**config.mk**
```make
export PLATFORM = sky130hd
export DESIGN_NAME = stack_core
export DESIGN_NICKNAME = d
export VERILOG_FILES = /design/src/hw/stack_core_pkg.sv /design/src/hw/core_ctrl_if.sv /design/src/hw/fetch_unit.sv /design/src/hw/sequencer.sv /design/src/hw/stack_alu.sv /design/src/hw/stack_datapath.sv /design/src/hw/data_mem_port.sv /design/src/hw/stack_core.sv
export VERILOG_INCLUDE_DIRS = /design/src /design/src/include
export SDC_FILE = /design/constraint.sdc
export NUM_CORES = 1
export LEC_CHECK = 0
export BUFFER_PORTS_ARGS = -buffer_cell sky130_fd_sc_hd__buf_2
export CAP_MARGIN = 20
export CELL_PAD_IN_SITES_DETAIL_PLACEMENT = 2
export CELL_PAD_IN_SITES_GLOBAL_PLACEMENT = 2
export CORE_ASPECT_RATIO = 1.75
export CORE_MARGIN = 4
export CORE_UTILIZATION = 36
export CTS_CLUSTER_DIAMETER = 200
export CTS_CLUSTER_SIZE = 8
export DETAILED_ROUTE_END_ITERATION = 12
export GPL_TIMING_DRIVEN = 0
export PLACE_DENSITY = 0.87
export SLEW_MARGIN = 40
export SYNTH_ARGS = -nofsm -noshare
export SYNTH_HDL_FRONTEND = slang
export SYNTH_HIERARCHICAL = 1
export SYNTH_SLANG_ARGS = --single-unit
```
**constraint.sdc**
```tcl
create_clock -name clk -period 7.5 [get_ports clk]
set_input_delay 0.375 -clock clk [delete_from_list [all_inputs] [get_ports clk]]
set_output_delay 0.375 -clock clk [all_outputs]
set_load 0.005 [all_outputs]
```
**src/include/stack_core_params.svh**
```systemverilog
`ifndef STACK_CORE_PARAMS_SVH
`define STACK_CORE_PARAMS_SVH

// Tagged data word, tag over value
`define WORD_WIDTH 19
`define VALUE_WIDTH 16
`define TAG_WIDTH 3

// Instruction word, opcode over signed immediate
`define INSTR_WIDTH 21
`define OPCODE_WIDTH 5

// Data memory size in words
`define DATA_MEM_SIZE 8192

// Stack grows downward from just below the top of data memory
`define STACK_INIT (`DATA_MEM_SIZE - 8)

`endif

```
**src/hw/stack_core_pkg.sv**
```systemverilog
`default_nettype none

`include "stack_core_params.svh"

package stack_core_pkg;

	typedef struct packed
	{
		logic [`TAG_WIDTH-1:0] tag;
		logic [`VALUE_WIDTH-1:0] value;
	} tagged_word_t;

	// Frame opcodes stay listed so that they decode as nop
	typedef enum logic [`OPCODE_WIDTH-1:0]
	{
		OP_NOP = 5'd0,
		OP_CALL = 5'd1,
		OP_RETURN = 5'd2,
		OP_POP = 5'd3,
		OP_LOAD = 5'd4,
		OP_STORE = 5'd5,
		OP_ADD = 5'd6,
		OP_SUB = 5'd7,
		OP_REST = 5'd8,
		OP_GTR = 5'd9,
		OP_GTE = 5'd10,
		OP_EQ = 5'd11,
		OP_NEQ = 5'd12,
		OP_DUP = 5'd13,
		OP_GETTAG = 5'd14,
		OP_SETTAG = 5'd15,
		OP_AND = 5'd16,
		OP_OR = 5'd17,
		OP_XOR = 5'd18,
		OP_LSHIFT = 5'd19,
		OP_RSHIFT = 5'd20,
		OP_GETBP = 5'd21,
		OP_RESERVE = 5'd24,
		OP_PUSH = 5'd25,
		OP_GOTO = 5'd26,
		OP_BFALSE = 5'd27,
		OP_GETLOCAL = 5'd29,
		OP_SETLOCAL = 5'd30,
		OP_CLEANUP = 5'd31
	} opcode_t;

	typedef enum logic [2:0]
	{
		ST_FETCH,
		ST_DECODE,
		ST_GOT_NOS,
		ST_GOT_STORE_VALUE,
		ST_GOT_NEW_TAG,
		ST_PUSH_MEM_RESULT,
		ST_BFALSE2
	} seq_state_t;

	typedef enum logic [3:0]
	{
		ALU_ADD,
		ALU_SUB,
		ALU_GTR,
		ALU_GTE,
		ALU_EQ,
		ALU_NEQ,
		ALU_AND,
		ALU_OR,
		ALU_XOR,
		ALU_LSHIFT,
		ALU_RSHIFT
	} alu_op_t;

	typedef enum logic {OP0_TOP_OF_STACK, OP0_STACK_POINTER} op0_sel_t;

	typedef enum logic [1:0] {OP1_MEM_READ, OP1_IMMEDIATE, OP1_ONE} op1_sel_t;

	typedef enum logic [2:0]
	{
		TOS_CURRENT,
		TOS_TAG,
		TOS_IMMEDIATE,
		TOS_SETTAG,
		TOS_ALU_RESULT,
		TOS_MEM_RESULT
	} tos_sel_t;

	typedef enum logic [1:0] {SP_CURRENT, SP_DECREMENT, SP_INCREMENT, SP_ALU} sp_sel_t;

	typedef enum logic [1:0] {MA_STACK_POINTER, MA_TOP_OF_STACK, MA_ALU} ma_sel_t;

	typedef enum logic {MW_TOP_OF_STACK, MW_MEM_READ} mw_sel_t;

	typedef enum logic [1:0] {IP_CURRENT, IP_NEXT, IP_BRANCH} ip_sel_t;

endpackage

`default_nettype wire

```
**src/hw/core_ctrl_if.sv**
```systemverilog
`timescale 1ns/10ps
`default_nettype none

interface core_ctrl_if;
	import stack_core_pkg::*;

	ip_sel_t ip_sel;
	alu_op_t alu_op;
	op0_sel_t op0_sel;
	op1_sel_t op1_sel;
	tos_sel_t tos_sel;
	sp_sel_t sp_sel;
	ma_sel_t ma_sel;
	mw_sel_t mw_sel;
	logic mem_write;

	modport seq(output ip_sel, alu_op, op0_sel, op1_sel, tos_sel, sp_sel, ma_sel, mw_sel,
		mem_write);

	modport fetch(input ip_sel);

	modport datapath(input alu_op, op0_sel, op1_sel, tos_sel, sp_sel);

	// Memory side only needs the address and write controls
	modport mem(input ma_sel, mw_sel, mem_write);

endinterface

`default_nettype wire

```
**src/hw/fetch_unit.sv**
```systemverilog
`timescale 1ns/10ps
`default_nettype none

`include "stack_core_params.svh"

module fetch_unit
(
	input logic clk,
	input logic reset,
	core_ctrl_if.fetch ctrl,
	input logic [`INSTR_WIDTH-1:0] instr_mem_read_value,
	output logic [`VALUE_WIDTH-1:0] instr_mem_address,
	output stack_core_pkg::opcode_t opcode,
	output logic [`WORD_WIDTH-1:0] immediate
);
	import stack_core_pkg::*;

	logic [`VALUE_WIDTH-1:0] instruction_pointer;
	logic [`VALUE_WIDTH-1:0] instruction_pointer_next;

	// Split the fetched word, immediate sign-extended into the tag bits
	assign opcode = opcode_t'(instr_mem_read_value[`INSTR_WIDTH-1:`VALUE_WIDTH]);
	assign immediate = {{`TAG_WIDTH{instr_mem_read_value[`VALUE_WIDTH-1]}},
		instr_mem_read_value[`VALUE_WIDTH-1:0]};

	always_comb
	begin
		case (ctrl.ip_sel)
			IP_NEXT: instruction_pointer_next = instruction_pointer + 16'd1;
			IP_BRANCH: instruction_pointer_next = instruction_pointer + immediate[`VALUE_WIDTH-1:0];
			default: instruction_pointer_next = instruction_pointer;
		endcase
	end

	// Memory sees the next pointer so the word arrives with the register update
	assign instr_mem_address = instruction_pointer_next;

	always_ff @(posedge clk)
	begin
		if (reset)
			instruction_pointer <= '1;
		else
			instruction_pointer <= instruction_pointer_next;
	end

endmodule

`default_nettype wire

```
**src/hw/sequencer.sv**
```systemverilog
`timescale 1ns/10ps
`default_nettype none

module sequencer
(
	input logic clk,
	input logic reset,
	input stack_core_pkg::opcode_t opcode,
	input logic tos_zero,
	core_ctrl_if.seq ctrl
);
	import stack_core_pkg::*;

	seq_state_t state;
	seq_state_t state_next;

	function automatic alu_op_t alu_op_for(input opcode_t op);
		case (op)
			OP_ADD: return ALU_ADD;
			OP_GTR: return ALU_GTR;
			OP_GTE: return ALU_GTE;
			OP_EQ: return ALU_EQ;
			OP_NEQ: return ALU_NEQ;
			OP_AND: return ALU_AND;
			OP_OR: return ALU_OR;
			OP_XOR: return ALU_XOR;
			OP_LSHIFT: return ALU_LSHIFT;
			OP_RSHIFT: return ALU_RSHIFT;
			default: return ALU_SUB;
		endcase
	endfunction

	always_comb
	begin
		state_next = state;
		ctrl.ip_sel = IP_CURRENT;
		ctrl.alu_op = alu_op_for(opcode);
		ctrl.op0_sel = OP0_TOP_OF_STACK;
		ctrl.op1_sel = OP1_MEM_READ;
		ctrl.tos_sel = TOS_CURRENT;
		ctrl.sp_sel = SP_CURRENT;
		ctrl.ma_sel = MA_STACK_POINTER;
		ctrl.mw_sel = MW_TOP_OF_STACK;
		ctrl.mem_write = 1'b0;

		// Hold everything still while in reset
		if (!reset)
		begin
			case (state)
				ST_FETCH:
				begin
					ctrl.ip_sel = IP_NEXT;
					state_next = ST_DECODE;
				end

				ST_DECODE:
				begin
					case (opcode)
						OP_POP:
						begin
							ctrl.sp_sel = SP_INCREMENT;
							state_next = ST_PUSH_MEM_RESULT;
						end

						OP_LOAD:
						begin
							ctrl.ma_sel = MA_TOP_OF_STACK;
							state_next = ST_PUSH_MEM_RESULT;
						end

						// Load from TOS + 1
						OP_REST:
						begin
							ctrl.ma_sel = MA_ALU;
							ctrl.op1_sel = OP1_ONE;
							ctrl.alu_op = ALU_ADD;
							state_next = ST_PUSH_MEM_RESULT;
						end

						// Next on stack is read first in all three
						OP_STORE:
							state_next = ST_GOT_STORE_VALUE;
						OP_SETTAG:
							state_next = ST_GOT_NEW_TAG;
						OP_ADD, OP_SUB, OP_GTR, OP_GTE, OP_EQ, OP_NEQ,
						OP_AND, OP_OR, OP_XOR, OP_LSHIFT, OP_RSHIFT:
							state_next = ST_GOT_NOS;

						// Spill TOS to SP - 1, then optionally replace it
						OP_PUSH, OP_DUP:
						begin
							ctrl.sp_sel = SP_DECREMENT;
							ctrl.ma_sel = MA_ALU;
							ctrl.op0_sel = OP0_STACK_POINTER;
							ctrl.op1_sel = OP1_ONE;
							ctrl.alu_op = ALU_SUB;
							ctrl.mem_write = 1'b1;
							if (opcode == OP_PUSH)
								ctrl.tos_sel = TOS_IMMEDIATE;
							ctrl.ip_sel = IP_NEXT;
						end

						OP_GETTAG:
						begin
							ctrl.tos_sel = TOS_TAG;
							ctrl.ip_sel = IP_NEXT;
						end

						OP_GOTO:
							ctrl.ip_sel = IP_BRANCH;

						// Branch now and refill TOS from the stack next cycle
						OP_BFALSE:
						begin
							ctrl.ip_sel = tos_zero ? IP_BRANCH : IP_NEXT;
							ctrl.sp_sel = SP_INCREMENT;
							state_next = ST_BFALSE2;
						end

						// nop and the frame opcodes
						default:
							ctrl.ip_sel = IP_NEXT;
					endcase
				end

				ST_GOT_NOS:
				begin
					ctrl.tos_sel = TOS_ALU_RESULT;
					ctrl.sp_sel = SP_INCREMENT;
					ctrl.ip_sel = IP_NEXT;
					state_next = ST_DECODE;
				end

				// Write NOS to the address in TOS, and keep the stored word on top
				ST_GOT_STORE_VALUE:
				begin
					ctrl.mem_write = 1'b1;
					ctrl.ma_sel = MA_TOP_OF_STACK;
					ctrl.mw_sel = MW_MEM_READ;
					ctrl.tos_sel = TOS_MEM_RESULT;
					ctrl.sp_sel = SP_INCREMENT;
					ctrl.ip_sel = IP_NEXT;
					state_next = ST_DECODE;
				end

				ST_GOT_NEW_TAG:
				begin
					ctrl.tos_sel = TOS_SETTAG;
					ctrl.sp_sel = SP_INCREMENT;
					ctrl.ip_sel = IP_NEXT;
					state_next = ST_DECODE;
				end

				ST_PUSH_MEM_RESULT:
				begin
					ctrl.tos_sel = TOS_MEM_RESULT;
					ctrl.ip_sel = IP_NEXT;
					state_next = ST_DECODE;
				end

				// IP already moved during decode
				ST_BFALSE2:
				begin
					ctrl.tos_sel = TOS_MEM_RESULT;
					state_next = ST_DECODE;
				end

				default:
					state_next = ST_FETCH;
			endcase
		end
	end

	always_ff @(posedge clk)
	begin
		if (reset)
			state <= ST_FETCH;
		else
			state <= state_next;
	end

endmodule

`default_nettype wire

```
**src/hw/stack_alu.sv**
```systemverilog
`timescale 1ns/10ps
`default_nettype none

`include "stack_core_params.svh"

module stack_alu
(
	input stack_core_pkg::alu_op_t op,
	input logic [`VALUE_WIDTH-1:0] a,
	input logic [`VALUE_WIDTH-1:0] b,
	output logic [`VALUE_WIDTH-1:0] result
);
	import stack_core_pkg::*;

	logic [`VALUE_WIDTH-1:0] diff;
	logic zero;
	logic negative;

	// All compares come from one subtraction
	assign diff = a - b;
	assign zero = (diff == '0);
	assign negative = diff[`VALUE_WIDTH-1];

	always_comb
	begin
		case (op)
			ALU_ADD: result = a + b;
			ALU_SUB: result = diff;
			ALU_GTR: result = {{(`VALUE_WIDTH-1){1'b0}}, !negative && !zero};
			ALU_GTE: result = {{(`VALUE_WIDTH-1){1'b0}}, !negative};
			ALU_EQ: result = {{(`VALUE_WIDTH-1){1'b0}}, zero};
			ALU_NEQ: result = {{(`VALUE_WIDTH-1){1'b0}}, !zero};
			ALU_AND: result = a & b;
			ALU_OR: result = a | b;
			ALU_XOR: result = a ^ b;
			ALU_LSHIFT: result = a << b;
			ALU_RSHIFT: result = a >> b;
			default: result = diff;
		endcase
	end

endmodule

`default_nettype wire

```
**src/hw/stack_datapath.sv**
```systemverilog
`timescale 1ns/10ps
`default_nettype none

`include "stack_core_params.svh"

module stack_datapath
(
	input logic clk,
	input logic reset,
	core_ctrl_if.datapath ctrl,
	input logic [`WORD_WIDTH-1:0] immediate,
	input stack_core_pkg::tagged_word_t data_mem_read_value,
	output stack_core_pkg::tagged_word_t top_of_stack,
	output logic [`VALUE_WIDTH-1:0] stack_pointer,
	output logic [`VALUE_WIDTH-1:0] alu_result,
	output logic tos_zero
);
	import stack_core_pkg::*;

	tagged_word_t top_of_stack_next;
	logic [`VALUE_WIDTH-1:0] stack_pointer_next;
	logic [`VALUE_WIDTH-1:0] alu_op0;
	logic [`VALUE_WIDTH-1:0] alu_op1;

	assign alu_op0 = (ctrl.op0_sel == OP0_STACK_POINTER) ? stack_pointer : top_of_stack.value;

	always_comb
	begin
		case (ctrl.op1_sel)
			OP1_IMMEDIATE: alu_op1 = immediate[`VALUE_WIDTH-1:0];
			OP1_ONE: alu_op1 = 16'd1;
			default: alu_op1 = data_mem_read_value.value;
		endcase
	end

	stack_alu i_alu
	(
		.op(ctrl.alu_op),
		.a(alu_op0),
		.b(alu_op1),
		.result(alu_result)
	);

	always_comb
	begin
		top_of_stack_next = top_of_stack;
		case (ctrl.tos_sel)
			TOS_TAG:
			begin
				top_of_stack_next.tag = '0;
				top_of_stack_next.value = {{(`VALUE_WIDTH-`TAG_WIDTH){1'b0}}, top_of_stack.tag};
			end
			TOS_IMMEDIATE: top_of_stack_next = immediate;
			// New tag from NOS, value unchanged
			TOS_SETTAG: top_of_stack_next.tag = data_mem_read_value.value[`TAG_WIDTH-1:0];
			TOS_ALU_RESULT: top_of_stack_next.value = alu_result;
			TOS_MEM_RESULT: top_of_stack_next = data_mem_read_value;
			default: top_of_stack_next = top_of_stack;
		endcase
	end

	always_comb
	begin
		case (ctrl.sp_sel)
			SP_DECREMENT: stack_pointer_next = stack_pointer - 16'd1;
			SP_INCREMENT: stack_pointer_next = stack_pointer + 16'd1;
			SP_ALU: stack_pointer_next = alu_result;
			default: stack_pointer_next = stack_pointer;
		endcase
	end

	assign tos_zero = (top_of_stack.value == '0);

	always_ff @(posedge clk)
	begin
		if (reset)
		begin
			top_of_stack <= '0;
			stack_pointer <= `VALUE_WIDTH'(`STACK_INIT);
		end
		else
		begin
			top_of_stack <= top_of_stack_next;
			stack_pointer <= stack_pointer_next;
		end
	end

endmodule

`default_nettype wire

```
**src/hw/data_mem_port.sv**
```systemverilog
`timescale 1ns/10ps
`default_nettype none

`include "stack_core_params.svh"

module data_mem_port
(
	core_ctrl_if.mem ctrl,
	input stack_core_pkg::tagged_word_t top_of_stack,
	input logic [`VALUE_WIDTH-1:0] stack_pointer,
	input logic [`VALUE_WIDTH-1:0] alu_result,
	input stack_core_pkg::tagged_word_t data_mem_read_value,
	output logic [`VALUE_WIDTH-1:0] data_mem_address,
	output logic [`WORD_WIDTH-1:0] data_mem_write_value,
	output logic data_mem_write_enable
);
	import stack_core_pkg::*;

	always_comb
	begin
		case (ctrl.ma_sel)
			MA_TOP_OF_STACK: data_mem_address = top_of_stack.value;
			// ALU gives SP - 1 for pushes and TOS + 1 for rest
			MA_ALU: data_mem_address = alu_result;
			default: data_mem_address = stack_pointer;
		endcase
	end

	// Store copies NOS straight from the read port
	assign data_mem_write_value = (ctrl.mw_sel == MW_MEM_READ) ? data_mem_read_value
		: top_of_stack;

	assign data_mem_write_enable = ctrl.mem_write;

endmodule

`default_nettype wire

```
**src/hw/stack_core.sv**
```systemverilog
`timescale 1ns/10ps
`default_nettype none

`include "stack_core_params.svh"

module stack_core
(
	input logic clk,
	input logic reset,
	output logic [`VALUE_WIDTH-1:0] instr_mem_address,
	input logic [`INSTR_WIDTH-1:0] instr_mem_read_value,
	output logic [`VALUE_WIDTH-1:0] data_mem_address,
	input logic [`WORD_WIDTH-1:0] data_mem_read_value,
	output logic [`WORD_WIDTH-1:0] data_mem_write_value,
	output logic data_mem_write_enable
);
	stack_core_pkg::opcode_t opcode;
	logic [`WORD_WIDTH-1:0] immediate;
	stack_core_pkg::tagged_word_t mem_read_word;
	stack_core_pkg::tagged_word_t top_of_stack;
	logic [`VALUE_WIDTH-1:0] stack_pointer;
	logic [`VALUE_WIDTH-1:0] alu_result;
	logic tos_zero;

	core_ctrl_if ctrl();

	assign mem_read_word = data_mem_read_value;

	fetch_unit i_fetch
	(
		.clk(clk),
		.reset(reset),
		.ctrl(ctrl.fetch),
		.instr_mem_read_value(instr_mem_read_value),
		.instr_mem_address(instr_mem_address),
		.opcode(opcode),
		.immediate(immediate)
	);

	sequencer i_sequencer
	(
		.clk(clk),
		.reset(reset),
		.opcode(opcode),
		.tos_zero(tos_zero),
		.ctrl(ctrl.seq)
	);

	stack_datapath i_datapath
	(
		.clk(clk),
		.reset(reset),
		.ctrl(ctrl.datapath),
		.immediate(immediate),
		.data_mem_read_value(mem_read_word),
		.top_of_stack(top_of_stack),
		.stack_pointer(stack_pointer),
		.alu_result(alu_result),
		.tos_zero(tos_zero)
	);

	data_mem_port i_mem_port
	(
		.ctrl(ctrl.mem),
		.top_of_stack(top_of_stack),
		.stack_pointer(stack_pointer),
		.alu_result(alu_result),
		.data_mem_read_value(mem_read_word),
		.data_mem_address(data_mem_address),
		.data_mem_write_value(data_mem_write_value),
		.data_mem_write_enable(data_mem_write_enable)
	);

endmodule

`default_nettype wire

```
# --- After elaboration in Yosys (flattened, before gate mapping) ---
# Memories as Yosys holds them, arrays and structs flattened.
# Index checks and enable logic that the tools add are counted.
totals:
  regBits: 54
  rom_bits: 128
  inputBits: 42
  output_inout_bits: 52
  wordCells: 126
  memories: 1
mem_list:
  columns: ["memory", "depth", "width", "read_ports", "rd_ports_with_merged_regs", "write_ports", "line", "text"]
  rows:
  - ["(name not given)", 32, 4, 1, 0, 0, "sequencer.sv:18", "case (op)"]
classes:
  n_addsub: 6
  n_eq_ne: 51
  n_shift: 2
  n_mux: 38
  n_bitwise: 3
  n_reduce_logical: 20
op_table:
  columns: ["cell", "n"]
  rows:
  - ["$pmux W16 S10", 1]
  - ["$pmux W16 S2", 3]
  - ["$pmux W16 S4", 1]
  - ["$pmux W16 S3", 1]
  - ["$eq A5 B4 Y1 const B", 8]
  - ["$eq A5 B5 Y1 const B", 8]
  - ["$add A16 B1 Y16 const B", 2]
  - ["$add A16 B16 Y16", 2]
  - ["$logic_not A16 Y1", 2]
  - ["$pmux W3 S4", 2]
  - ["$eq A5 B3 Y1 const B", 4]
  - ["$pmux W2 S2", 5]
  - ["$mux W19", 1]
  - ["$and A16 B16 Y16", 1]
  - ["$eq A4 B3 Y1 const B", 4]
  - ["$mux W16", 1]
  - ["$mux W2", 8]
  - ["$or A16 B16 Y16", 1]
  - ["$reduce_or A16 Y1", 1]
  - ["$shl A16 B16 Y16", 1]
  - ["$shr A16 B16 Y16", 1]
  - ["$sub A16 B1 Y16 const B", 1]
  - ["$sub A16 B16 Y16", 1]
  - ["$xor A16 B16 Y16", 1]
  - ["28 further kinds", 59]

# --- Logic depth before layout (Yosys ltp) ---
logic_depth:
  word_depth: 13
  ltp_mapped: 30
  ltp_nobuf: 23

# --- Modules after synthesis ---
# The synthesis kept the hierarchy.
modules_own_cells:
  columns: ["module", "n_inst", "cells_each", "area_per_inst_um2", "seq_area_each_um2"]
  rows:
  - ["stack_alu", 1, 570, 3887.5, 0.0]
  - ["stack_datapath", 1, 409, 3156.8, 700.7]
  - ["fetch_unit", 1, 217, 1711.6, 320.3]
  - ["sequencer", 1, 109, 755.7, 60.1]
  - ["data_mem_port", 1, 81, 624.3, 0.0]

# --- Worst setup path after synthesis ---
# No wires, ideal clock.
synth_timing:
  path_type: "input -> register"
  start: "in instr_mem_read_value[18]"
  end: "reg i_datapath/top_of_stack[13] (netlist name)"
  setup_time_ps: 128
  arrival_ps: 6133
  required_time_ps: 7372
  slack_ps: 1239
  stages: 27
  path_buffers: 7
  cell_sequence: "buf_4 > clkbuf_1 > buf_2 > nor2_1 > a22oi_1 > nor3_1 > ha_1 > clkbuf_1 > nand2_1 > o21ai_0 > clkbuf_1 > buf_1 > clkbuf_1 > inv_1 > ha_1 > a21o_1 > a21oi_1 > o221ai_1 > o21a_1 > a21o_1 > a2111oi_0 > or3_1 > xnor2_1 > a2111o_1 > mux2_2 > a222oi_1 > nor2_1"
synth_between:
  elab_chain_len: 10
  elab_cells_between_ends: 48
  classes_between: "2 x add/sub; 19 x eq/ne; 2 x shift; 17 x mux; 3 x bitwise; 4 x reduce/logical; 1 x memory"
synth_rtl:
  columns: ["element", "line", "text"]
  rows:
  - ["start, declared", "stack_core.sv:11", "input logic [`INSTR_WIDTH-1:0] instr_mem_read_value,"]
  - ["$eq A5 B4 Y1 or $eq A5 B5 Y1 (tied branches)", "sequencer.sv:58", "case (opcode)"]
  - ["$reduce_or A3 Y1 (no source line) (*)", null, null]
  - ["$mux W2 (*)", "sequencer.sv:58", null]
  - ["$mux W2 (*)", "sequencer.sv:49", "case (state)"]
  - ["$mux W2 (*)", "sequencer.sv:47", "if (!reset)"]
  - ["net ctrl.op1_sel[1]", "core_ctrl_if.sv:10", "op1_sel_t op1_sel;"]
  - ["$eq A2 B2 Y1 or $eq A2 B1 Y1 (tied branches)", "stack_datapath.sv:29", "case (ctrl.op1_sel)"]
  - ["$pmux W16 S2 (*)", "stack_datapath.sv:29", null]
  - ["net i_datapath.alu_op1[1]", "stack_datapath.sv:23", "logic [`VALUE_WIDTH-1:0] alu_op1;"]
  - ["$sub A16 B16 Y16 (tied with other cells)", "stack_alu.sv:20", "assign diff = a - b;"]
  - ["$pmux W16 S10 (*)", "stack_alu.sv:26", "case (op)"]
  - ["net alu_result[13]", "stack_core.sv:22", "logic [`VALUE_WIDTH-1:0] alu_result;"]
  - ["$pmux W16 S4 (*)", "stack_datapath.sv:47", "case (ctrl.tos_sel)"]
# Mark *: on every way through the listed nets, which the timed path passes. The rest lies on a longest branch.
# A chain may end at the register's enable or synchronous reset.

# --- Worst setup path after layout ---
layout_timing:
  start: "reg i_sequencer.state[1]"
  end: "out data_mem_address[15]"
layout_between:
  elab_chain_len: 8
  elab_cells_between_ends: 35
  classes_between: "2 x add/sub; 15 x eq/ne; 2 x shift; 12 x mux; 3 x bitwise; 1 x reduce/logical"
layout_rtl:
  columns: ["element", "line", "text"]
  rows:
  - ["start, declared", "sequencer.sv:14", "seq_state_t state;"]
  - ["start signal, assigned", "sequencer.sv:179", "state <= state_next;"]
  - ["$eq A3 B1 Y1 (*)", "sequencer.sv:49", null]
  - ["$mux W2 (*)", "sequencer.sv:49", null]
  - ["$mux W2 (*)", "sequencer.sv:47", null]
  - ["net ctrl.op1_sel[1]", "core_ctrl_if.sv:10", null]
  - ["$eq A2 B2 Y1 or $eq A2 B1 Y1 (tied branches)", "stack_datapath.sv:29", null]
  - ["$pmux W16 S2 (*)", "stack_datapath.sv:29", null]
  - ["net i_datapath.alu_op1[1]", "stack_datapath.sv:23", null]
  - ["$sub A16 B16 Y16 (tied with other cells)", "stack_alu.sv:20", null]
  - ["$pmux W16 S10 (*)", "stack_alu.sv:26", null]
  - ["net alu_result[15]", "stack_core.sv:22", null]
  - ["$pmux W16 S2 (*)", "data_mem_port.sv:21", "case (ctrl.ma_sel)"]
  - ["end, declared", "stack_core.sv:12", "output logic [`VALUE_WIDTH-1:0] data_mem_address,"]
# Marks and branches as above.

==> metrics.md <==
| Metric | Value |
|---|---|
| Vias per cell | 6.45 |
| Leakage power | 0.00452 uW |
| Number of buffers created by CTS | 5 |
| Setup TNS | 0 ns |
| Top Ports | 94 |
| Clock slew at reported path FFs | 0.09 ns |
| Synth Net Count | 1519 |
| CP Capture Type | output pin |
| Fraction of registers with async set/reset | 0% |
| Most common cell after layout, fill and taps aside | nand2_1 |
| Final setup fails | 0 |
| Gp weighted congestion | 1.01 |
| Crit path required time | 7.12 ns |
| Layout cell share with drive strength beyond 1 | 18.4% |
| Count of cell types in the netlist | 102 |
| Area grow syn2layout | 11.3% |
| Drt total wl | 53.7 mm |
| Power Density | 165 mW/mm^2 |
| Core ar. | 0.0279 mm^2 |
| Fmax | 137 MHz |
| CP Max Fanout | 19 |
| DRT antenna net count | 0 |
| Prevailing post-synth register cell | dfxtp_1 |
| Root Buffer | clkbuf_16 |
| Starting Density | 36.4% |
| Flop2flop setup slack | 0.52 ns |
| Number of global-route vias before repair | 13376 |
| CTS tree | done |
| Dpl hpwl | 42.8 mm |
| Clk sinks | 54 |
| Vias | 11972 |
| Num rows | 81 |
| Filler Cell Count | 3322 |
| Seq/Total Area, Yosys | 10.7% |
| H-tree Lvls | 2 |
| Total congestion overflow | 0 |
| Syn Area/Cell | 7.31 um^2 |
| Hold Vio Cnt, Final | 0 |
| Initial drt markers | 834 |
| Input/output buffers | 88 |
| Worst slew margin | 37.8% |
| Total die area | 0.0310 mm^2 |
| Number of synthesized flops with an enable pin | 0 |
| Skew-Pair Late Insertion Delay | 0.32 ns |
| Largest net degree at the start of global routing | 23 |
| Synthesized flop and latch total | 54 |
| Fin crit period | 7.32 ns |
| Ys Warns | 6 |
| Global-route wire length before repair | 80.8 mm |
| Tcrit/Tclk final | 97.6% |
| Layout Nets | 1614 |
| DR DRC count | 0 |
| Status | complete, no violations |
| Total GRT Usage | 33.8% |
| Critical path arrival | 6.95 ns |
| Final clock skew | 0.00961 ns |
| Max-cap violations | 0 |
| Initial antenna violation count | 1 |
| Setup CP Type | flip-flop to output pin |
| Worst slew pin tran | 0.927 ns |
| Average routed wire per standard cell | 28.9 um |
| Die width | 135 um |
| Mapped Cells | 1386 |
| Worst Hold Class | input port to flip-flop |
| Iteration count of the initial detailed-routing pass | 6 |
| Fin Hold WS | 0.444 ns |
| Mapped Area | 0.0101 mm^2 |
| Die H | 230 um |
| VDD IR max | 0.115 mV |
| Worst setup SP type | flip-flop |
| Maximum buffer depth of the clock tree | 2 |
| Commonest non-fill, non-tap cells in the layout | nand2_1 (137), o21ai_0 (118), buf_2 (100) |
| Max Slew Vio Count | 0 |
==> flip-flops by register name, indices dropped and copies added (netlist names) <==
register and count:
i_fetch/instruction_pointer 16, i_datapath/stack_pointer 16, i_sequencer/state 3, i_datapath/top_of_stack 19
==> synthesized netlist by cell type, drive strengths merged, types with 6 or more instances <==
library cell,number,share of area (%)
o211ai,9,0.67
nor3,32,1.6
o21a,9,0.67
and3,7,0.43
nand2,138,5.1
a31oi,14,0.86
nand3,30,1.5
clkbuf,64,2.5
a211o,12,1.0
o21ai,132,6.6
nor2b,22,1.4
nor2,97,3.6
and2,24,1.5
a311oi,8,0.69
inv,67,2.5
xor2,12,1.0
o2111ai,7,0.78
a211oi,21,1.6
a21oi,93,4.6
a221oi,7,0.67
dfxtp,54,11
nand4,6,0.37
nor3b,11,0.86
mux2,58,6.9
nand2b,22,1.4
o21bai,10,0.74
or3,11,0.74
buf,57,4.1
nor4,12,0.80
xnor2,31,2.7
o22ai,11,0.68
mux4,9,2.0
o221ai,7,0.60
a222oi,16,1.6
ha,87,11
a2111oi,7,0.98
a22oi,32,2.4
or2,10,0.62
mux2i,32,3.2
nand3b,6,0.44
a21o,20,1.5
==> cell families after synthesis <==
kind of cell	after synthesis	synth area share, %
AO/OA/AOI/OAI	457	30.4
AND/OR/NAND/NOR	451	22.4
buffers and inverters	190	9.21
multiplexers	99	12.0
adder cells (fa/ha/maj)	91	11.5
flip-flops	54	10.7
XOR/XNOR	43	3.72
other	1	0.0370
==> power by group <==
part	total [uW]	switching, uW	internal (uW)	leakage (uW)
sequential	366	45.6	321	0.000442
combinational	1210	776	431	0.00399
clock	294	134	159	0.0000842
==> layout make-up <==
| class | count | area (um^2) | area share, % |
|---|---|---|---|
| Inverter | 68 | 256 | 2.27 |
| Timing Repair Buffer | 89 | 448 | 3.97 |
| Buffer | 121 | 684 | 6.06 |
| Multi-Input combinational cell | 1142 | 8180 | 72.5 |
| Antenna cell | 1 | 2.50 | 0.0222 |
| Clock buffer | 5 | 125 | 1.11 |
| Tap cell | 373 | 467 | 4.14 |
| Clock inverter | 3 | 43.8 | 0.388 |
| Sequential cell | 54 | 1080 | 9.58 |
==> worst paths after layout <==
check / cells after the start / to / startpoint
worst max-delay path: 21 / data_mem_address[15] / i_sequencer/state[1]$_SDFFE_PP0P_
worst min-delay path: 3 / i_datapath/top_of_stack[17]$_SDFFE_PP0P_ / data_mem_read_value[1]
worst max register to register: 23 / i_datapath/top_of_stack[15]$_SDFFE_PP0P_ / i_sequencer/state[1]$_SDFFE_PP0P_
worst min register to register: 2 / i_fetch/instruction_pointer[4]$_SDFF_PP1_ / i_fetch/instruction_pointer[4]$_SDFF_PP1_
==> per-layer routing <==
layer | GRT usage [%] | up-vias | wire (um)
li1 | - | 5280 | -
met1 | 31.7 | 5913 | 17900
met2 | 61.9 | 524 | 27500
met3 | 4.55 | 255 | 2440
met4 | 30.7 | 0 | 5910
met5 | 0 | - | 0
==> timing repair <==
action / CTS / global route
hold buffers: 0 / 0
gates resized for setup: 7 / 9
pin swaps: 1 / 0
endpoints found under the setup margin: 11 / 9
setup buffers: 1 / 0
==> stage by stage <==
step / util (%) / std cells / power [uW] / worst slack, ns / cell area, um^2
finish: 40.5 / 1856 / 1870 / 0.179 / 11300
global route: 40.5 / 1856 / 1950 / -0.00705 / 11300
CTS: 40.4 / 1855 / 1830 / 0.0970 / 11300
detailed placement: 39.7 / 1847 / 1510 / -1.06 / 11100
global placement: 39.6 / 1847 / 1450 / -1.05 / 11000
floorplan: - / 1386 / 1090 / 1.24 / 10100
==> worst max-delay path: stages (launching register included) <==
cell and delay (ns):
dfxtp_1 0.38, or4b_4 0.63, nor3_1 0.39, ha_1 0.36
clkbuf_2 0.23, nand2_1 0.13, o21ai_2 0.15, clkbuf_2 0.28
clkbuf_4 0.30, inv_1 0.12, ha_1 0.27, a21o_1 0.22
a21oi_1 0.42, o221ai_1 0.28, o21a_1 0.30, a21o_1 0.24
a2111oi_2 0.51, o41ai_1 0.26, a211oi_2 0.49, a22oi_1 0.15
o21ai_0 0.31, buf_2 0.19
Power figures use the tool's default switching activity.
